[src/hdl/sort_pkg.sv]
`default_nettype none

package sort_pkg;

    localparam int lane_count = 8;
    localparam int lane_idx_width = 3;
    localparam int key_width = 16;
    localparam int data_width = 32;
    localparam int fifo_depth = 16;
    localparam int fifo_ptr_width = 4;

    typedef struct packed {
        logic                  valid;
        logic [key_width-1:0]  key;
        logic [data_width-1:0] data;
    } lane_item_t;

    // lane 0 is the least significant element
    typedef lane_item_t [lane_count-1:0] lane_vec_t;

    // invalid items rank below every valid item
    function automatic logic item_before(lane_item_t a, lane_item_t b);
        if (!a.valid) begin
            return 1'b1;
        end
        return b.valid && (a.key <= b.key);
    endfunction

endpackage

`default_nettype wire
[src/hdl/run_min_scan.sv]
`timescale 1ns/1ps
`default_nettype none

module run_min_scan (
    input  logic                clk,
    input  logic                rst,
    input  sort_pkg::lane_vec_t sorted,
    output sort_pkg::lane_vec_t reduced
);

    import sort_pkg::*;

    // pull the lower data in when it belongs to the same run
    function automatic lane_item_t take_run_min(lane_item_t self, lane_item_t lower);
        lane_item_t res;
        res = self;
        if (self.valid && lower.valid && self.key == lower.key && lower.data < self.data) begin
            res.data = lower.data;
        end
        return res;
    endfunction

    for (genvar l = 0; l < lane_idx_width; l++) begin : g_level
        localparam int span = 1 << l;
        lane_vec_t d;
        lane_vec_t q;

        if (l == 0) begin : g_src
            assign d = sorted;
        end else begin : g_src
            assign d = g_level[l - 1].q;
        end

        // upper half of each block looks at the last lane of the lower half
        always_ff @(posedge clk) begin
            if (rst) begin
                q <= '0;
            end else begin
                for (int i = 0; i < lane_count; i++) begin
                    if ((i % (2 * span)) >= span) begin
                        q[i] <= take_run_min(d[i], d[i - (i % (2 * span)) + span - 1]);
                    end else begin
                        q[i] <= d[i];
                    end
                end
            end
        end
    end

    assign reduced = g_level[lane_idx_width - 1].q;

endmodule

`default_nettype wire

[config.mk]
export PLATFORM = sky130hd
export DESIGN_NAME = run_min_scan
export DESIGN_NICKNAME = d
export VERILOG_FILES = /design/src/hdl/sort_pkg.sv /design/src/hdl/run_min_scan.sv
export SDC_FILE = /design/constraint.sdc
export NUM_CORES = 2
export LEC_CHECK = 0
export BUFFER_PORTS_ARGS = -buffer_cell sky130_fd_sc_hd__buf_2
export CAP_MARGIN = 20
export CORE_MARGIN = 10
export CORE_UTILIZATION = 40
export CTS_BUF_LIST = sky130_fd_sc_hd__clkbuf_8
export DETAILED_ROUTE_END_ITERATION = 7
export GPL_ROUTABILITY_DRIVEN = 0
export PLACE_DENSITY = 0.72
export SETUP_SLACK_MARGIN = 0.05
export SYNTH_ARGS = -nofsm -noshare
export SYNTH_HDL_FRONTEND = slang
export SYNTH_SLANG_ARGS = --single-unit
export TNS_END_PERCENT = 30
[constraint.sdc]
create_clock -name clk -period 3.93 [get_ports clk]
set_input_delay 0.786 -clock clk [delete_from_list [all_inputs] [get_ports clk]]
set_output_delay 0.786 -clock clk [all_outputs]
set_load 0.02 [all_outputs]
Yosys cells after proc, flatten, opt, wreduce, memory -nomap -nowiden
Index checks and enable logic that the tools add are counted.

$lt $le $gt $ge: 12. Reductions and logical operators: 36. Muxes and demuxes: 12. Equality and inequality tests: 12.

Operators by type and width (number): $lt 32x32->1 (12); $mux 32 (12); $eq 16x16->1 (12); $logic_and 1x1->1 (36).

Flip-flop bits (word level): 1176. Bits of input ports: 394. Logic and storage cells: 144. Output and inout bits: 392.

Longest topological paths before layout
Depth in word-level cells: 4. Mapped depth: 9. Gate-level depth less buffers: 8.

Worst setup path before layout
Ideal clock, no wire load.

Kind: input -> register. Start: in sorted[164] (netlist bit). End: reg g_level[0].q[147] (netlist bit). Setup slack: 1.189 ns. Arrival time: 2.618 ns. Path buffers: 1. Setup time: 0.123 ns. Stages: 9. Data required time: 3.807 ns. Cells stage by stage: inv_1 -> ha_1 -> a21oi_1 -> nor2_1 -> a211oi_1 -> o21ai_0 -> a2111oi_4 -> buf_6 -> mux2_1.

Word-level cells in the longest chain between the ends: 3.

RTL lines: start, declared (RTL line run_min_scan.sv:7) `input sort_pkg::lane_vec_t sorted,`; $lt 32x32->1 (RTL line run_min_scan.sv:17) `if (self.valid && lower.valid && self.key == lower.key && lower.data < self.data) begin`; $logic_and 1x1->1 (RTL line run_min_scan.sv:17); $mux 32 (RTL line run_min_scan.sv:17); end signal, assigned by index (RTL line run_min_scan.sv:41) `q[i] <= take_run_min(d[i], d[i - (i % (2 * span)) + span - 1]);`; end signal, assigned by index (RTL line run_min_scan.sv:43) `q[i] <= d[i];`; end, declared (RTL line run_min_scan.sv:26) `lane_vec_t q;`.

Every way passes these cells. A chain may end at the register's enable or synchronous reset.

Final worst setup path
Start: reg g_level[0].q[374] (netlist bit). End: reg g_level[1].q[344] (netlist bit).

Word-level cells in the longest chain between the ends: 3.

RTL lines (RTL line): $lt 32x32->1 (run_min_scan.sv:17); $logic_and 1x1->1 (run_min_scan.sv:17); $mux 32 (run_min_scan.sv:17); end signal, assigned by index (run_min_scan.sv:41); end signal, assigned by index (run_min_scan.sv:43); end, declared (run_min_scan.sv:26).

Every way passes these cells.

==> results by group <==
Critical path
  – Number of cells on the critical path: 10
  – CP Cell Sequence: inv_1 -> ha_1 -> nand3_1 -> nor4_1 -> nand2_1 -> a31oi_1 -> buf_4 -> a2111oi_4 -> buf_4 -> mux2i_1
  – Reg-to-reg critical path endpoint: g_level[1].q[344]
  – Arr. time, crit path: approximately 4200 ps
  – Top cell family by delay on the critical path: simple AND/OR/NAND/NOR gates
  – Cell repeated most along the worst path: buf_4
  – CP Max Fanout: 32
  – Slack of the worst reg-to-reg path: 410 ps
  – Worst Path Required: approximately 4700 ps
  – Slowest cell on the critical path: nor4_1
  – Reg2Reg Depth: 10
  – CP Capture Type: flop
  – Slowest Stage Delay on Critical Path: about 650 ps
  – Setup crit start: g_level[0].q[374]
  – Crit start category: flop
  – Worst setup path class: flop to flop
  – CP bufs+invs: 3
  – Crit Reg-Reg Startpoint: g_level[0].q[374]
  – CP endpoint: g_level[1].q[344]

Clock tree
  – CTS Root Buffer Type: clkbuf_8
  – PostCTS Resize Cnt: 0
  – Clock sinks: between 1k and 1.5k
  – Later-pin clock latency in the skew report: roughly 930 ps
  – CTS Buf Count: ~190
  – Post-CTS setup buffer count: 0
  – CTS tree: yes
  – H-tree levels: 4
  – Reg clk slew, reported paths: ~60 ps
  – CTS max path bufs: 3
  – Hold_buf cts: 0

Layout
  – Layout Cells excl Fill: about 7.2k
  – Share of layout cells above drive strength 1: 0.2098
  – Final net count: ~6.2k
  – Area grow syn2layout: 21.29%

Route
  – Detailed-route DRC error count: 0
  – Routed Antenna Nets: 0
  – Vias per std cell: around 4.8
  – Drt pass-1 iters: 6
  – DR vias: 34.59k
  – Wirelength per Cell: roughly 22 um
  – Iteration-0 DRC Markers: around 2.3k
  – Final wirelength: approximately 160,000 um

Timing
  – Count of pins over their slew limit: 0
  – Period minus WS final: ~3500 ps
  – Setup-failing EPs final: 0
  – F_max: between 200 and 300 MHz
  – Final hold vios: 0
  – Worst-Margin Slew: about 1100 ps
  – Post-route clock period utilization: 0.8948
  – RSZ-0062 raised after global routing: no
  – Slew Limit Headroom: 0.2485
  – Setup TNS: 0 ps
  – Final Skew: about 100 ps

Yosys
  – Top FF cell, synth: dfxtp_1
  – Ys Warns: 0
  – Top cell type's share of synthesized area: 0.4970
  – Library cells used by synthesis: 43
  – Post-synth EDFFs: 0
  – Largest area contributor in the netlist: dfxtp_1
  – Synth area leaders: dfxtp_1 50%, ha_1 9.8%, nor2b_1 9.2%
  – Flops & latches, synth: approximately 1.2k
  – Mapped cell area: approximately 0.047 mm^2
  – Share of flip-flops with an asynchronous set or reset: 0
  – Sequential share of the synthesized area: 0.4970
  – Syn_area_per_cell: approximately 10 um^2
  – Cell count after synthesis: roughly 4.6k
  – Post-Syn Nets: around 5.4k

GRT
  – Met2 usage: 0.3859
  – Tot GR Track Use: 0.2289
  – Busiest grt layer: met2
  – Number of global-route vias before repair: 35.79k
  – Met3 global-route usage: 0.05295
  – Grt ovf: 0
  – First-pass GRT wire length: 227,000 um
  – Met1 Resource Use GR: 0.2733
  – Initial antenna violation count: 20
  – Largest net degree at the start of global routing: ~140

Place
  – IO Port Bufs: 785
  – Total placed cells including tap cells: ~7k
  – DP HPWL: approximately 130,000 um

Floorplanning
  – DIE AREA: roughly 0.13 mm^2
  – Initial Util: 0.4023
  – Die X: 364.1 um
  – Core Area: approximately 0.12 mm^2
  – IO Count: a little under 800
  – FP Rows: 126
  – Die Height: 364.1 um

Job
  – Max-cap violations: 0

Pwr
  – Leak: 26.46 nW
  – Maximum VDD drop: between 300 and 400 uV
  – Cell Pwr Density: ~470 mW/mm^2
  – Final Power: approximately 27 mW

Outcome
  – Status: finished, final reports clean

Hold path
  – HP Class: input pin to flop
  – Hold path cells: 2
-- cells in the final DEF (no fill, tap or decap), drive strengths merged, types with 26 or more instances in the layout --
master / n
dfxtp: 1176
nand4: 77
clkbuf: 249
mux2: 128
mux2i: 256
nand2b: 359
nor4: 26
nor2: 166
nor2b: 700
inv: 528
ha: 372
o21ai: 65
nand3: 41
xor2: 35
nand2: 101
a211oi: 26
buf: 863
nor3: 26
a21oi: 147
xnor2: 157
-- per-stage QoR --
stage                     worst slack [ps]  utilization  cell area (um^2)  hold WS (ps)
after floorplan                       1189            -             47370         413.8
after global placement              -548.9       0.4504             53050         414.3
after detailed placement            -363.9       0.4506             53070         420.4
after CTS                            495.3       0.4877             57430         29.50
after global routing                 315.4       0.4878             57450         66.28
final                                413.6       0.4879             57460         118.2
-- cells in the mapped netlist, types with 2 or more instances --
cell       instances
a2111oi_4         11
a211oi_1          26
a21o_1            14
a21oi_1          147
a31oi_1            8
and4_1             2
buf_2              5
buf_4              9
buf_6             27
clkbuf_1         141
dfxtp_1         1176
ha_1             372
inv_1            468
mux2_1           128
mux2i_1          256
nand2_1          101
nand2b_1         359
nand3_1           41
nand4_1           77
nor2_1           166
nor2b_1          700
nor3_1            26
nor3b_1            7
nor4_1            25
o2111ai_1          4
o211ai_1          22
o21ai_0           60
o21ai_1            5
o311ai_1          10
or3b_1             4
or3b_2             2
xnor2_1          156
xor2_1            35
-- routing by layer --
layer	wire [um]	up-vias
li1	-	16660
met3	10450	346
met1	64760	16370
met5	87	-
met2	74780	1196
met4	7461	12
-- state kept, by name, indices dropped and copies added, names as in the netlist --
name / flops
g_level.q: 784
reduced: 392
-- report_power, final --
group          internal [mW]  leakage [nW]  switching [mW]
logic                   1.05          14.4            1.46
registers               12.4          9.68           0.341
clock network           6.58          2.42            5.19
total                   20.0          26.5            6.99
-- how the worst min path moves through the flow --
stage | end | slack (ps) | startpoint
after floorplan | g_level[1].q[0] | 410 | g_level[0].q[0]
after global placement | g_level[1].q[37] | 410 | g_level[0].q[37]
after detailed placement | reduced[59] | 420 | g_level[1].q[59]
after CTS | g_level[0].q[48] | 30 | sorted[48]
after global routing | g_level[0].q[43] | 70 | sorted[43]
final | g_level[0].q[48] | 120 | sorted[48]
-- worst register-to-register path, cell delays in order, from the launching register on --
cell and delay, ps:
dfxtp_1 420, inv_1 70, ha_1 310, nand3_1 280, nor4_1 660, nand2_1 340
a31oi_1 410, buf_4 210, a2111oi_4 40, buf_4 380, mux2i_1 250
-- logic make-up after synthesis --
kind of cell,Yosys count,synth area share
AO/OA/AOI/OAI,313,0.04332
flip-flops,1176,0.4970
buffers and inverters,651,0.05671
AND/OR/NAND/NOR,1512,0.1846
multiplexers,384,0.08452
adder cells (fa/ha/maj),372,0.09825
XOR/XNOR,192,0.03566
-- layout make-up --
| cell class | count | area [um^2] |
|---|---|---|
| Fill cell | 10790 | 60310 |
| Sequential cell | 1176 | 23540 |
| Multi-Input combinational cell | 2773 | 21160 |
| Timing Repair Buffer | 863 | 4688 |
| Clock buffer | 249 | 3427 |
| Tap cell | 1536 | 1922 |
| Inverter | 468 | 1757 |
| Clock inverter | 100 | 935.9 |
| Antenna cell | 10 | 25.02 |
Power figures use the tool's default switching activity.
