File: src/hdl/sort_pkg.sv
`default_nettype none

package sort_pkg;

    localparam int lane_count = 8;
    localparam int lane_idx_width = 3;
    localparam int key_width = 16;
    localparam int data_width = 32;
    localparam int fifo_depth = 16;
    localparam int fifo_ptr_width = 4;

    typedef struct packed {
        logic                  valid;
        logic [key_width-1:0]  key;
        logic [data_width-1:0] data;
    } lane_item_t;

    // lane 0 is the least significant element
    typedef lane_item_t [lane_count-1:0] lane_vec_t;

    // invalid items rank below every valid item
    function automatic logic item_before(lane_item_t a, lane_item_t b);
        if (!a.valid) begin
            return 1'b1;
        end
        return b.valid && (a.key <= b.key);
    endfunction

endpackage

`default_nettype wire
File: src/hdl/bitonic_sorter.sv
`timescale 1ns/1ps
`default_nettype none

module bitonic_sorter (
    input  logic                clk,
    input  logic                rst,
    input  sort_pkg::lane_vec_t batch_in,
    output sort_pkg::lane_vec_t sorted
);

    import sort_pkg::*;

    localparam int stage_count = lane_idx_width * (lane_idx_width + 1) / 2;

    lane_vec_t level [stage_count + 1];

    assign level[0] = batch_in;

    // phase p sorts blocks of 2**p, the last phase is the ascending merge
    for (genvar p = 1; p <= lane_idx_width; p++) begin : g_phase
        for (genvar q = p; q >= 1; q--) begin : g_step
            localparam int idx = p * (p - 1) / 2 + (p - q);

            sort_stage #(
                .step (1 << (q - 1)),
                .run  (1 << p)
            ) stage_i (
                .clk       (clk),
                .rst       (rst),
                .stage_in  (level[idx]),
                .stage_out (level[idx + 1])
            );
        end
    end

    assign sorted = level[stage_count];

endmodule

`default_nettype wire

File: src/hdl/sort_stage.sv
`timescale 1ns/1ps
`default_nettype none

module sort_stage #(
    parameter int step = 1,
    parameter int run = 2
) (
    input  logic                clk,
    input  logic                rst,
    input  sort_pkg::lane_vec_t stage_in,
    output sort_pkg::lane_vec_t stage_out
);

    import sort_pkg::*;

    lane_item_t swapped [lane_count];

    // one compare-exchange per pair, lane i against lane i + step
    for (genvar i = 0; i < lane_count; i++) begin : g_lane
        if ((i % (2 * step)) < step) begin : g_pair
            localparam bit descend = ((i / run) % 2) == 1;
            logic keep;

            // descending blocks want the upper item first
            assign keep = descend ? item_before(stage_in[i + step], stage_in[i])
                                  : item_before(stage_in[i], stage_in[i + step]);
            assign swapped[i] = keep ? stage_in[i] : stage_in[i + step];
            assign swapped[i + step] = keep ? stage_in[i + step] : stage_in[i];
        end
    end

    always_ff @(posedge clk) begin
        if (rst) begin
            stage_out <= '0;
        end else begin
            for (int i = 0; i < lane_count; i++) begin
                stage_out[i] <= swapped[i];
            end
        end
    end

endmodule

`default_nettype wire

File: config.mk
export PLATFORM = sky130hd
export DESIGN_NAME = bitonic_sorter
export DESIGN_NICKNAME = d
export VERILOG_FILES = /design/src/hdl/sort_pkg.sv /design/src/hdl/bitonic_sorter.sv /design/src/hdl/sort_stage.sv
export SDC_FILE = /design/constraint.sdc
export NUM_CORES = 2
export LEC_CHECK = 0
export BUFFER_PORTS_ARGS = -buffer_cell sky130_fd_sc_hd__clkbuf_2
export CORE_UTILIZATION = 48
export CTS_CLUSTER_DIAMETER = 150
export DETAILED_ROUTE_END_ITERATION = 8
export MAX_ROUTING_LAYER = met4
export PLACE_DENSITY = 0.7
export SLEW_MARGIN = 20
export SYNTH_ARGS = -nofsm -noshare
export SYNTH_HDL_FRONTEND = slang
export SYNTH_SLANG_ARGS = --single-unit
File: constraint.sdc
create_clock -name clk -period 2.4 [get_ports clk]
set_input_delay 0.24 -clock clk [delete_from_list [all_inputs] [get_ports clk]]
set_output_delay 0.24 -clock clk [all_outputs]
set_load 0.02 [all_outputs]
* Word-level counts from Yosys, hierarchy flattened *
Index checks and enable logic that the tools add are counted.

operators by class
  reduce and logical (&&, ||, !) cells = 24
  $lt $le $gt $ge = 24
  muxes and demuxes = 72

operators with widths
  operator              number
  2-to-1 mux 49 bit     48
  <= comparator 16 bit  24
  logical AND 1 bit     24
  2-to-1 mux 1 bit      24

storage, ports and cells
  output and inout bits = 392
  logic and storage cells = 264
  flip-flop bits (word level) = 2352

* Depth between registers and ports, before layout *
  depth after elaboration = 4
  mapped depth = 10
  depth with buffers taken out = 7

* Cells and area by module *
From an unflattened synthesis, not the netlist that was laid out.

second synthesis, totals
  cells, all modules = 8976
  area total of the unflattened synthesis = 98096.6 um^2

by module, submodules not included
  module                                         times used  area an instance (um^2)  seq. area each (um^2)  cells an instance
  sort_stage (g_phase[3].g_step[1].stage_i ...)  3           16385.7                  7847.5                 1496
  sort_stage (g_phase[1].g_step[1].stage_i ...)  3           16313.1                  7847.5                 1496

* Worst setup path before layout *
No wires, ideal clock.

  path type = flip-flop to flip-flop
  start = register g_phase[2].g_step[2].stage_i.stage_out[241] (netlist name)
  end = register g_phase[2].g_step[1].stage_i.stage_out[202] (netlist name)
  stages on the path, launching flop included = 11
  library setup time = 72 ps
  arrival = 2262 ps
  period minus slack after synthesis = 2334 ps
  slack = 66 ps
  buffers on the path = 3
  required time = 2328 ps
  cells stage by stage = dfxtp_1 > inv_1 > ha_1 > nand4_1 > or4_1 > a21o_1 > a31oi_1 > buf_2 > buf_6 > buf_6 > mux2i_1

on the way
  longest elaborated chain between the ends = 4

ends and longest elaborated chain
  what                             RTL line          source
  start, declared                  sort_stage.sv:11  output sort_pkg::lane_vec_t stage_out
  start signal, assigned by index  sort_stage.sv:37  stage_out[i] <= swapped[i];
  <= comparator 16 bit             sort_pkg.sv:26    return b.valid && (a.key <= b.key);
  logical AND 1 bit                sort_pkg.sv:26
  2-to-1 mux 1 bit                 sort_pkg.sv:26
  2-to-1 mux 49 bit                sort_stage.sv:27  assign swapped[i] = keep ? stage_in[i] : stage_in[i + step];
  end signal, assigned by index    sort_stage.sv:37
  end, declared                    sort_stage.sv:11

No other way between the ends.
A chain may end at the register's enable or synchronous reset.

* Worst setup path after layout *
  start = register g_phase[3].g_step[3].stage_i.stage_out[339] (netlist name)
  end = register g_phase[3].g_step[2].stage_i.stage_out[198] (netlist name)

on the way
  longest elaborated chain between the ends = 4

ends and longest elaborated chain
  what                             RTL line
  start, declared                  sort_stage.sv:11
  start signal, assigned by index  sort_stage.sv:37
  <= comparator 16 bit             sort_pkg.sv:26
  logical AND 1 bit                sort_pkg.sv:26
  2-to-1 mux 1 bit                 sort_pkg.sv:26
  2-to-1 mux 49 bit                sort_stage.sv:27
  end signal, assigned by index    sort_stage.sv:37
  end, declared                    sort_stage.sv:11

No other way between the ends.

==> impl_metrics.toml <==
[synthesis]
yosys.cell_types.count = 25
syn_avg_cell_area_um2 = 10.9
synth_compound_area_frac = 0.0199
seq_area_frac_synth = 0.480
dominantRegCellSynth = "dfxtp_1"
warning_count_from_the_yosys_run = 0
number_of_enable_flip_flop_cells_after_synthesis = 0
mux_cell_area_share_after_synthesis = 0.235
fraction_of_the_mapped_netlist_area_in_simple_logic_gates = 0.167
post_synth_fa_ha_maj_area_fraction = 0.0490
post-synth-top-area-cell = "dfxtp_1"
synthXorXnorAreaFrac = 0
synthTopCellsByArea = "dfxtp_1 48%, mux2i_1 24%, nand2b_1 15%"
yosysTopAreaCellShare = 0.480
largest_family_of_logic_cells_by_synthesized_area = "multiplexers"
syn_nets = 9751
register_bit_total_from_synthesis = 2352
synthesis.area_um2 = 98100
synth_top_cells_by_count = "2,352 x dfxtp_1, 2,304 x mux2i_1, 2,304 x nand2b_1"
postSynth.asyncResetShare = 0
most_frequent_cell_after_synthesis = "dfxtp_1"
instance_count_of_the_mapped_netlist = 8973

[final_layout]
largestRegisters = "g_phase.g_step.stage_i.stage_out: 2352 flops"
final_layout_size_suffix_gt1_frac = 0.269
area_occupied_by_multi_input_gates_um2 = 49400
largest_register_ffs = 2352
largest-register = "g_phase.g_step.stage_i.stage_out"
final_area_um2 = 134000
area_overhead_of_the_layout_relative_to_synthesis_pct = 36.8
finish.net_count = 12200
fillCellCount = 15400
final_util = 0.662
seq_cell_area_um2 = 47300

[detailed_routing]
wl_per_cell_um = 23.3
antenna_violating_nets_post_route = 0
drt_pre_antenna_iters = 5
detail_route.vias_per_cell = 5.03
totalWireLength_um = 333000
detail_route.drc_violations = 0
drt_first_iter_violations = 5546
num_vias = 72100

[grt]
grt_remaining_overflow = 0
met2_demand_to_capacity_share_in_global_routing = 0.429
grt.total_usage = 0.314
vias_in_the_first_global_route = 70800
met3_layer_usage_reported_by_global_route = 0.0508
antenna_found_initial = 49
global_route_wire_length_before_repair_um = 465000
m1_gr_usage = 0.463
grt.busiest_layer = "met1"
maximum_number_of_pins_on_one_net_before_global_route_repair = 122

[power_and_ir_drop]
power_frac_seq = 0.452
comb_power_share = 0.123
peakVddDrop_mv = 0.739
p_sw_mw = 23.2
p_int_mw = 69.9
power.total_mw = 93.1
power_leakage_nw = 54.3
power_density_nw_per_um2 = 694
power.share.switching = 0.249
clock_power_share = 0.426

[clock_network]
cts_root_buffer = "clkbuf_16"
cts.htree.levels = 4
cts_tree = "built"
numClockSinks = 2352
clock_tree.buffer_depth = 3
tritoncts.num_buffers = 236
worst_skew_pair.late_latency_ns = 0.91
clock_pin_transition_on_the_worst_setup_and_hold_timing_paths_ns = 0.06

[setup_path]
timing.rr.start = "g_phase[3].g_step[3].stage_i.stage_out[339]"
worst_r2r_path_depth = 10
setup.reg_to_reg.worst_slack_ns = -0.34
timing.rr.end = "g_phase[3].g_step[2].stage_i.stage_out[198]"
endpoint_kind = "flip-flop"
timing.critical_path.required_ns = 3.22
crit_arrival_ns = 3.56
critical_path_class = "reg -> reg"
path_max_fanout = 8
critical_path.startpoint_type = "flip-flop"

[min_path]
hold-path-endpoint = "g_phase[1].g_step[1].stage_i.stage_out[97]"
hp-class = "in -> reg"
hold_path_startpoint = "batch_in[48]"
hold_depth = 4

[place]
hpwlAfterDp_um = 250000
gp_routability_congestion = 0.998
detailed_place.area_um2 = 113000
numPortBuffers = 785

[run]
maxCapViolCount = 0

[floorplanning]
die_x_um = 454
start_util = 0.484
std_cell_rows = 165
design.die.area_um2 = 206000
io-pin-count = 786
die_y_um = 454
fp.coreArea_um2 = 203000

[timing]
hold_viol_final = 0
final.hold.worst_slack_ns = 0.159
clock-skew-final_ns = 0.0556
worst_slack_ns = -0.336
worst-slew-pin-transition_ns = 0.628
finalSetupTns_ns = -266.88
min_period_over_period = 1.14
timing.slew.headroom = 0.575
finalSetupViolCount = 1862
final.min_clock_period_ns = 2.74
rsz0062_at_grt = "true"
slew_viol_final = 0
fmax_mhz = 365

[status]
failed_checks = "setup timing"
run_status = "complete, but fails checks"
==> routing by layer <==
layer	wire length, um	part of all wire
met5	0	0
met4	12100	0.036
met3	20500	0.062
met2	138000	0.41
met1	163000	0.49
==> layout by cell type (no fill, tap or decap), types with 41 or more instances in the layout <==
cell type	Yosys	layout
clkbuf_2	0	784
ha_4	0	67
ha_1	384	317
nor3_1	48	45
buf_12	0	143
clkbuf_8	0	55
mux2i_1	2304	2088
a21oi_1	120	118
buf_16	0	41
mux2i_2	0	118
clkbuf_16	0	274
a21o_1	72	72
buf_4	120	1044
dfxtp_2	0	131
nor2_1	96	96
buf_8	0	43
buf_6	120	41
nand2_1	120	116
nand4_1	48	48
nand2b_1	2304	2304
dlygate4sd3_1	0	597
clkinv_2	0	47
inv_1	384	330
mux2i_4	0	98
dfxtp_1	2352	2204
inv_2	0	53
==> how the worst max path moves through the flow <==
stage | cells past startpoint | start | to
final | 10 | g_phase[3].g_step[3].stage_i.stage_out[339] | g_phase[3].g_step[2].stage_i.stage_out[198]
after global routing | 13 | g_phase[3].g_step[2].stage_i.stage_out[94] | g_phase[3].g_step[1].stage_i.stage_out[85]
after global placement | 9 | g_phase[2].g_step[2].stage_i.stage_out[193] | g_phase[2].g_step[1].stage_i.stage_out[194]
after floorplan | 10 | g_phase[2].g_step[2].stage_i.stage_out[241] | g_phase[2].g_step[1].stage_i.stage_out[202]
after CTS | 11 | g_phase[2].g_step[2].stage_i.stage_out[94] | g_phase[2].g_step[1].stage_i.stage_out[38]
after detailed placement | 9 | g_phase[2].g_step[2].stage_i.stage_out[193] | g_phase[2].g_step[1].stage_i.stage_out[194]
==> power by group through the flow <==
| stage | clock network, mW | registers, mW | logic [mW] |
|---|---|---|---|
| 6_report | 39.6 | 42.0 | 11.4 |
| 2_1_floorplan | 0 | 42.1 | 5.26 |
| 5_1_grt | 41.8 | 42.1 | 12.2 |
| 4_1_cts | 40.1 | 41.9 | 10.5 |
| 3_3_place_gp | 0 | 42.8 | 8.93 |
| 3_5_place_dp | 0 | 42.8 | 9.09 |
==> cell type report <==
cell class,instances,area share
repair buffers,2739,0.179
inverters,384,0.0108
clock buffers,322,0.0505
flip-flops and latches,2352,0.353
clock inverters,125,0.0134
diodes,23,0.000429
multi-input cells,5712,0.368
well taps,2672,0.0249
==> cells by family (layout without fill, tap and decap cells) <==
logic type      Yosys count  after routing
simple gates           2712           2712
buf+inv                 909           3570
mux                    2304           2304
fa+ha+maj               384            384
compound gates          312            312
other cells               0             23
flops                  2352           2352
==> worst max-delay path, cell delays in order, from the launching register on <==
cell and delay (ns):
dfxtp_2 0.35, inv_2 0.05, ha_4 0.26, nand4_1 0.12, or4_4 0.58, a21o_1 0.20, a31oi_4 0.26, buf_12 0.17
clkbuf_16 0.20, buf_16 0.16, mux2i_4 0.27
==> through the flow <==
stage                     worst slack (ns)  std cells
final                               -0.336      14300
after global routing                -0.416      14300
after CTS                           -0.315      14200
after detailed placement            -0.617      13100
after global placement              -0.663      13100
after floorplan                     0.0660       8973
==> repair_timing <==
action	4_1_cts	5_1_grt
endpoints found under the hold margin	427	0
hold buffers	597	0
gates resized for setup	476	447
buffers inserted	56	77
cloned	30	42
pin swaps	61	51
setup endpoints to repair	1906	1967
(Power assumes the default switching activity.)
