===== config.mk =====
export PLATFORM = sky130hd
export DESIGN_NAME = round_robin_drain
export DESIGN_NICKNAME = d
export VERILOG_FILES = /design/src/hdl/sort_pkg.sv /design/src/hdl/round_robin_drain.sv
export SDC_FILE = /design/constraint.sdc
export NUM_CORES = 1
export LEC_CHECK = 0
export ABC_AREA = 1
export ABC_CLOCK_PERIOD_IN_PS = 1280
export BUFFER_PORTS_ARGS = -buffer_cell sky130_fd_sc_hd__buf_2
export CAP_MARGIN = 20
export CORE_AREA = 4 4 178 180
export DETAILED_ROUTE_END_ITERATION = 10
export DIE_AREA = 0 0 182 184
export REMOVE_ABC_BUFFERS = 1
export SLEW_MARGIN = 15
export SYNTH_ARGS = -nofsm -noshare
export SYNTH_HDL_FRONTEND = slang
export SYNTH_SLANG_ARGS = --single-unit

===== constraint.sdc =====
create_clock -name clk -period 1.28 [get_ports clk]
set_input_delay 0.128 -clock clk [delete_from_list [all_inputs] [get_ports clk]]
set_output_delay 0.128 -clock clk [all_outputs]
set_load 0.05 [all_outputs]

===== src/hdl/sort_pkg.sv =====
`default_nettype none

package sort_pkg;

    localparam int lane_count = 8;
    localparam int lane_idx_width = 3;
    localparam int key_width = 16;
    localparam int data_width = 32;
    localparam int fifo_depth = 16;
    localparam int fifo_ptr_width = 4;

    typedef struct packed {
        logic                  valid;
        logic [key_width-1:0]  key;
        logic [data_width-1:0] data;
    } lane_item_t;

    // lane 0 is the least significant element
    typedef lane_item_t [lane_count-1:0] lane_vec_t;

    // invalid items rank below every valid item
    function automatic logic item_before(lane_item_t a, lane_item_t b);
        if (!a.valid) begin
            return 1'b1;
        end
        return b.valid && (a.key <= b.key);
    endfunction

endpackage

`default_nettype wire

===== src/hdl/round_robin_drain.sv =====
`timescale 1ns/1ps
`default_nettype none

module round_robin_drain (
    input  logic                                   clk,
    input  logic                                   rst,
    input  sort_pkg::lane_item_t                   heads [sort_pkg::lane_count],
    input  logic [sort_pkg::lane_count-1:0]        empty,
    output logic [sort_pkg::lane_count-1:0]        pop,
    output sort_pkg::lane_item_t                   result,
    output logic [sort_pkg::lane_idx_width-1:0]    result_lane
);

    import sort_pkg::*;

    logic [lane_idx_width-1:0] select;

    // one-hot pop, only when the selected lane has something
    always_comb begin
        pop = '0;
        pop[select] = !empty[select];
    end

    always_ff @(posedge clk) begin
        if (rst) begin
            select <= '0;
            result <= '0;
            result_lane <= '0;
        end else begin
            // wraps 7 -> 0 on its own
            select <= select + 1'b1;
            result.valid <= !empty[select];
            result.key <= heads[select].key;
            result.data <= heads[select].data;
            result_lane <= select;
        end
    end

endmodule

`default_nettype wire


### After elaboration in Yosys (flattened, before gate mapping)

Cells that the tools add are included.

| word-level totals | value |
|---|---|
| output and inout port bits | 60 |
| bits of input ports | 402 |
| flip-flop bits (word level) | 55 |

| cells by class | value |
|---|---|
| bitwise gates (word level) | 2 |
| $add $sub $neg | 1 |
| magnitude comparators | 3 |
| reduce and logical (&&, ||, !) cells | 2 |
| muxes and demuxes | 7 |

Operators with widths:

| kind | count |
|---|---|
| $bmux 49 s3 | 1 |
| $mux 48 | 2 |
| $and 8x8->8 | 1 |
| $ge 4x4->1 const B | 1 |
| $lt 3x4->1 const B | 1 |
| $not 3->4 | 1 |
| $add 3x1->3 const B | 1 |
| $bmux 1 s3 | 1 |
| $demux 1 s3 | 1 |
| $ge 3x1->1 const B | 1 |
| $mux 1 | 2 |
| $logic_and 1x1->1 | 1 |
| $logic_not 1->1 | 1 |

### Depth between registers and ports, before layout

Gate-level depths: netlist of run 1.

| depth | value |
|---|---|
| depth in word-level cells | 5 |
| gate-level depth with buffers | 9 |
| gate-level depth less buffers | 7 |

### Worst setup path before layout of run 1

No wires, ideal clock.

| timing path | value |
|---|---|
| kind | register to output |
| start | register select[0] |
| end | output pop[0] (netlist bit) |
| path buffers | 1 |
| slack | -478 ps |
| data required time | 1,152 ps |
| cell stages (with the launch flop) | 8 |
| data arrival time | 1,630 ps |
| cell sequence | dfxtp_1 -> inv_2 -> clkbuf_1 -> nand3_1 -> nand2_1 -> nor2_1 -> nand2_2 -> nor2_1 |

| between the ends | value |
|---|---|
| word-level cells in the longest chain between the ends | 5 |
| elaborated cells on any way between the ends | 9 |

RTL lines:

| what | line | text |
|---|---|---|
| start, declared | round_robin_drain.sv:16 | `logic [lane_idx_width-1:0] select;` |
| start signal, assigned | round_robin_drain.sv:31 | `select <= select + 1'b1;` |
| $lt 3x4->1 (not written as such) or $ge 3x1->1 (tied branches) | round_robin_drain.sv:21 | `pop[select] = !empty[select];` |
| $logic_and 1x1->1 (not written as such) | round_robin_drain.sv:21 |  |
| $mux 1 (not written as such) | round_robin_drain.sv:21 |  |
| $demux 1 s3 | round_robin_drain.sv:21 |  |
| $and 8x8->8 (no line) * | -- |  |
| end, declared | round_robin_drain.sv:9 | `output logic [sort_pkg::lane_count-1:0] pop,` |

Every way passes the cells marked *; elsewhere a longest branch is shown, timed or not. The select of a mux whose other input is x is not followed.

### Worst setup path in the final report of run 1

| timing path | value |
|---|---|
| start | register select[0] |
| end | output pop[6] (netlist bit) |

Same word-level chain as after synthesis.

==> impl_metrics.json, run 1 <==
{
  "pwr-share-comb_pct": 58.1,
  "slew_headroom_pct": 74.5,
  "drc_errors": 0,
  "ys_types": 19,
  "dpl_cell_area_mm2": 0.00842,
  "cts_made_buffers": 5,
  "fmax_mhz": 588,
  "cts_tree": "yes",
  "power_leakage_nw": 6.20,
  "worst_r2r_path_depth": 12,
  "wl_um": 29700,
  "run_status": "finished, violations left",
  "worstSetupStartpointType": "register",
  "syn_area_mm2": 0.00559,
  "finalMaxSlewViolations": 0,
  "ys_warn_count": 0,
  "switching_share_pct": 44.3,
  "root_buffer": "clkbuf_16",
  "drtAntennaViolNets": 0,
  "clkPwrFrac_pct": 17.6,
  "yosysMostFrequentCell": "nand2_1",
  "vias": 9008,
  "clkSinkCount": 55,
  "place_hpwl_um": 20500,
  "layout_min_cycle_time_ns": 1.70,
  "floorplan.initialDensity_pct": 18.5,
  "vias_per_cell": 4.39,
  "synth_area_leaders": "nand2_1 65%, dfxtp_1 20%, a21oi_1 4.3%",
  "antenna_found_initial": 0,
  "clk_pin_slew_ns": 0.08,
  "synth_common_cells": "967 x nand2_1, 55 x dfxtp_1, 48 x a21oi_1",
  "r2r_start": "select[0]",
  "worstPathArrival_ns": 1.57,
  "dieArea_mm2": 0.0335,
  "htree_levels": 2,
  "place_congestion": 0.887,
  "final_hold_viol_count": 0,
  "syn_inst": 1193,
  "hold_slack_ns": 0.247,
  "clock_path_buffers": 2,
  "yosysTopAreaCell": "nand2_1",
  "route.detailed.wl_per_inst_um": 14.5,
  "firstDrtPassIters": 4,
  "clk_latency_ns": 0.30,
  "power.internal_mw": 4.51,
  "worst_slew_pin_slew_ns": 0.383,
  "async_flop_share_pct": 0,
  "finalClockSkew_ns": 0.00786,
  "synth_top_area_share_pct": 65.0,
  "setup_ws_ns": -0.421,
  "rsz0062_at_grt": "yes",
  "ys.flop_type": "dfxtp_1",
  "worstPathRequired_ns": 1.15,
  "syn_area_per_cell_um2": 4.68,
  "drv_cap": 0,
  "grt_usage_pct": 15.8,
  "power.density_mw_per_mm2": 782,
  "grt_pass1_vias": 8445,
  "switchingPower_mw": 3.59,
  "fin_crit_sh_pct": 133,
  "setup_viol": 59,
  "top_level_ports": 462,
  "finalSetupTns_ns": -17.00,
  "nets": 2060,
  "finalPower_mw": 8.09,
  "synth_seq_cells": 55,
  "hp-start": "heads[136]",
  "path_class": "register to output port",
  "stdcell_area_mm2": 0.0103,
  "worstHoldPathCells": 7,
  "numPortBuffers": 453,
  "finish.utilization_pct": 34.3,
  "synth_enable_flop_cells": 0,
  "drt-initial-drc-count": 447,
  "grt_max_degree": 65,
  "grt_overflow": 0,
  "critPathCaptureType": "output port",
  "cp_max_fo": 5,
  "core_region_area_mm2": 0.0302,
  "rows": 64,
  "die_x_um": 182,
  "crit_start": "select[0]",
  "min_path_type": "input port to register",
  "grt_pass1_wl_um": 43000,
  "violations": "setup timing",
  "die_h_um": 184,
  "ir_drop_v": 0.000431,
  "seq_area_frac_synth_pct": 19.7,
  "synthToLayoutAreaGrowth_pct": 85.3,
  "seqPwrFrac_pct": 24.4,
  "diodes": 0,
  "drive_gt1_share_pct": 45.5
}
==> worst max-delay path, stage by stage (launching register included) <==
cell and delay (ns):
dfxtp_4 0.38, buf_12 0.13, nand4_1 0.06, nand2_1 0.08, nor2_4 0.19, nand2_4 0.12
nor2_2 0.12, buf_6 0.17
==> what timing repair did <==
action | in CTS | in global routing
hold buffers | 0 | 0
endpoints found under the setup margin | 56 | 60
gates cloned | 21 | 2
pin swaps | 78 | 107
setup buffers | 26 | 5
gates resized for setup | 178 | 155
==> state kept, by name, indices dropped and copies added, names as in the netlist <==
name,cells
result,49
result_lane,3
select,3
==> cells in the final DEF (no fill, tap or decap), drive strengths merged <==
cell / instances
a21oi: 48
buf: 536
bufbuf: 1
clkbuf: 8
clkinv: 3
dfxtp: 55
ha: 1
inv: 5
nand2: 969
nand3: 6
nand4: 3
nor2: 20
nor3: 1
o21ai: 1
xnor2: 1
==> power by group through the flow <==
stage | sequential (mW) | combinational [mW] | clock [mW]
2_1_floorplan | 2.80 | 1.44 | 0
3_3_place_gp | 2.01 | 3.70 | 0
3_5_place_dp | 2.01 | 3.71 | 0
4_1_cts | 1.97 | 4.45 | 1.54
5_1_grt | 1.99 | 5.10 | 1.57
6_report | 1.97 | 4.70 | 1.42
==> cell type report <==
class                           instances  area (µm²)
Inverter                                6        28.8
Clock buffer                            6         129
Timing Repair Buffer                  539        3780
Clock inverter                          2        7.51
Multi-Input combinational cell       1050        4800
Sequential cell                        55        1110
Fill cell                            3304       19800
Tap cell                              396         495
==> worst paths after layout <==
kind                 to  slack [ns]
min reg2reg  result[15]        0.68
max reg2reg   result[5]       -0.37
max              pop[6]       -0.42
min          result[38]        0.25
==> stage by stage <==
step	instances	setup WS [ns]
after floorplan	1110	-6.39
after global placement	2002	-0.192
after detailed placement	2002	-0.251
after CTS	2057	-0.434
after global routing	2054	-0.489
final	2054	-0.421
==> cell families (layout without fill, tap and decap cells) <==
kind of cell / Yosys count / in the layout / share of synthesized area [%]
xor+xnor: 1 / 1 / 0.157
fa+ha+maj: 1 / 1 / 0.224
flops: 55 / 55 / 19.7
compound gates: 49 / 49 / 4.39
buf+inv: 89 / 553 / 8.13
simple gates: 998 / 999 / 67.4
==> routing by layer <==
layer | share of wire (%) | wire [µm] | track usage [%]
met1 | 40 | 11800 | 19.3
met2 | 51 | 15100 | 28.7
met3 | 7.2 | 2130 | 2.37
met4 | 2.0 | 596 | 4.53
met5 | 0 | 0 | 0
Power figures use the tool's default switching activity.
==> run 2: changes to the inputs <==
- MAX_ROUTING_LAYER: unset -> met4
==> run 2 against run 1 <==
The run still ends with setup timing left. Critical endpoint is now pop[7]. Global-route usage increased by 1.1 points. Highest routed layer unchanged. Clock skew decreased by 0.0026 ns. Sequential share of layout area increased by 0.076 points. Final area decreased by 0.70%. Worst setup slack got worse by 0.039 ns. Hold slack got worse by 0.011 ns. Largest power group unchanged.
==> impl_metrics.json, run 2 (synthesis results as in run 1) <==
{
  "vias": 9027,
  "drv_cap": 0,
  "grt_pass1_vias": 8421,
  "fmax_mhz": 575,
  "place_congestion": 0.899,
  "critPathCaptureType": "output port",
  "slew_headroom_pct": 74.4,
  "top_level_ports": 462,
  "rows": 64,
  "dieArea_mm2": 0.0335,
  "reg_top3": "result x49, result_lane x3, select x3",
  "route.detailed.wl_per_inst_um": 14.7,
  "finalSetupTns_ns": -17.02,
  "firstDrtPassIters": 6,
  "path_class": "register to output port",
  "die_x_um": 182,
  "clk_latency_ns": 0.30,
  "r2r_start": "select[0]",
  "wl_um": 30600,
  "cts_hold_buf": 0,
  "drive_gt1_share_pct": 39.0,
  "regArea_mm2": 0.00111,
  "clk_pin_slew_ns": 0.08,
  "drc_errors": 0,
  "cpMaxStageDelayCell": "dfxtp_4",
  "cts_made_buffers": 5,
  "nets": 2082,
  "synthToLayoutAreaGrowth_pct": 84.0,
  "rsz0062_at_grt": "yes",
  "hp-start": "heads[354]",
  "grt_overflow": 0,
  "power_leakage_nw": 6.19,
  "min_path_type": "input port to register",
  "mostFrequentLayoutCells": "933 x nand2_1, 445 x buf_2, 52 x dfxtp_1, 36 x buf_4, 31 x nand2_2",
  "pre_cts_ws_ns": -0.206,
  "fillerInstances": 3338,
  "numPortBuffers": 453,
  "final_hold_viol_count": 0,
  "drtAntennaViolNets": 0,
  "fin_crit_sh_pct": 136,
  "drt-initial-drc-count": 381,
  "largest_reg_flops": 49,
  "clkSinkCount": 55,
  "finalClockSkew_ns": 0.00530,
  "core_region_area_mm2": 0.0302,
  "antenna_found_initial": 2,
  "vias_per_cell": 4.34,
  "worstSetupStartpointType": "register",
  "place_hpwl_um": 20500,
  "grt_max_degree": 56,
  "layout_min_cycle_time_ns": 1.74,
  "cp_max_fo": 7,
  "worstPathRequired_ns": 1.15,
  "ir_drop_v": 0.000471,
  "die_h_um": 184,
  "path_cells": "nor2_1 -> nand3_1 -> nand2_1 -> nor2_4 -> nand2_4 -> nor2_4 -> buf_6",
  "clock_path_buffers": 2,
  "max_stage_delay_ns": 0.39,
  "cts_tree": "yes",
  "multi_input_area_mm2": 0.00435,
  "regMostFlops": "result",
  "cpMostUsedCell": "nor2_4",
  "worstPathArrival_ns": 1.61,
  "power.density_mw_per_mm2": 791,
  "finalMaxSlewViolations": 0,
  "floorplan.initialDensity_pct": 18.5,
  "grt_pass1_wl_um": 44100,
  "setup_viol": 58,
  "grt_usage_pct": 16.9,
  "run_status": "finished, violations left",
  "finish.utilization_pct": 34.0,
  "final_common_cell": "nand2_1",
  "worst_slew_pin_slew_ns": 0.383,
  "crit_start": "select[1]",
  "setup_ws_ns": -0.460,
  "htree_levels": 2,
  "root_buffer": "clkbuf_16",
  "violations": "setup timing"
}
[run 2: cell types whose count changed in the layout (fill, tap and decap cells not counted), sizes merged]
cell / before / now
clkbuf: 8 / 11
bufbuf: 1 / 5
buf: 536 / 551
diode: 0 / 2
[run 2: critical path: cells and delay by family (launching register included)]
family | cells | cell delay (ns)
flip-flops | 1 | 0.39
buffers and inverters | 1 | 0.15
AND/OR/NAND/NOR | 6 | 0.76
[run 2: per-layer routing]
| metal | up-vias | global-route usage (%) | share of wire, % |
|---|---|---|---|
| li1 | 4551 | - | - |
| met2 | 391 | 28.7 | 49 |
| met1 | 4023 | 20.2 | 41 |
| met5 | - | - | 0 |
| met3 | 62 | 3.03 | 7.6 |
| met4 | 0 | 5.91 | 3.1 |
[run 2: path summary, 6_finish.rpt]
path,to,slack (ns),cells after the start
setup / recovery,pop[7],-0.46,7
hold / removal,result[11],0.24,7
setup reg to reg,result[13],-0.35,11
hold reg to reg,result[15],0.68,3
[run 2: area by class of cell]
| class | instances | share of cell area, % |
|---|---|---|
| multi-input combinational | 1050 | 42.4 |
| tap | 396 | 4.82 |
| clock buffer | 6 | 1.25 |
| timing repair buffer | 561 | 40.3 |
| inverter | 6 | 0.304 |
| antenna | 2 | 0.0487 |
| clock inverter | 2 | 0.0730 |
| sequential | 55 | 10.8 |
[run 2: stage by stage]
step                      hold WS [ns]  cell area [µm²]  cells  power (mW)
after CTS                        0.222             9800   2063        7.92
after floorplan                  0.195             5160   1110        4.24
after global placement           0.555             8400   1999        5.69
after detailed placement         0.559             8400   1999        5.70
after global routing             0.259            10300   2078        8.70
final                            0.236            10300   2078        8.13
[run 2: what timing repair did]
item | in CTS | in global routing
gates resized for setup | 96 | 79
pin swaps | 8 | 32
buffers inserted | 32 | 8
endpoints found under the setup margin | 55 | 60
hold endpoints to repair | 0 | 0
gates cloned | 24 | 6
[run 2: report_power, final]
part           total (mW)  switching (mW)  leakage, nW  internal [mW]
combinational        4.71            2.73         5.66           1.98
sequential           1.97          0.0730        0.458           1.90
clock                1.44           0.725       0.0659          0.720
total                8.13            3.53         6.19           4.60
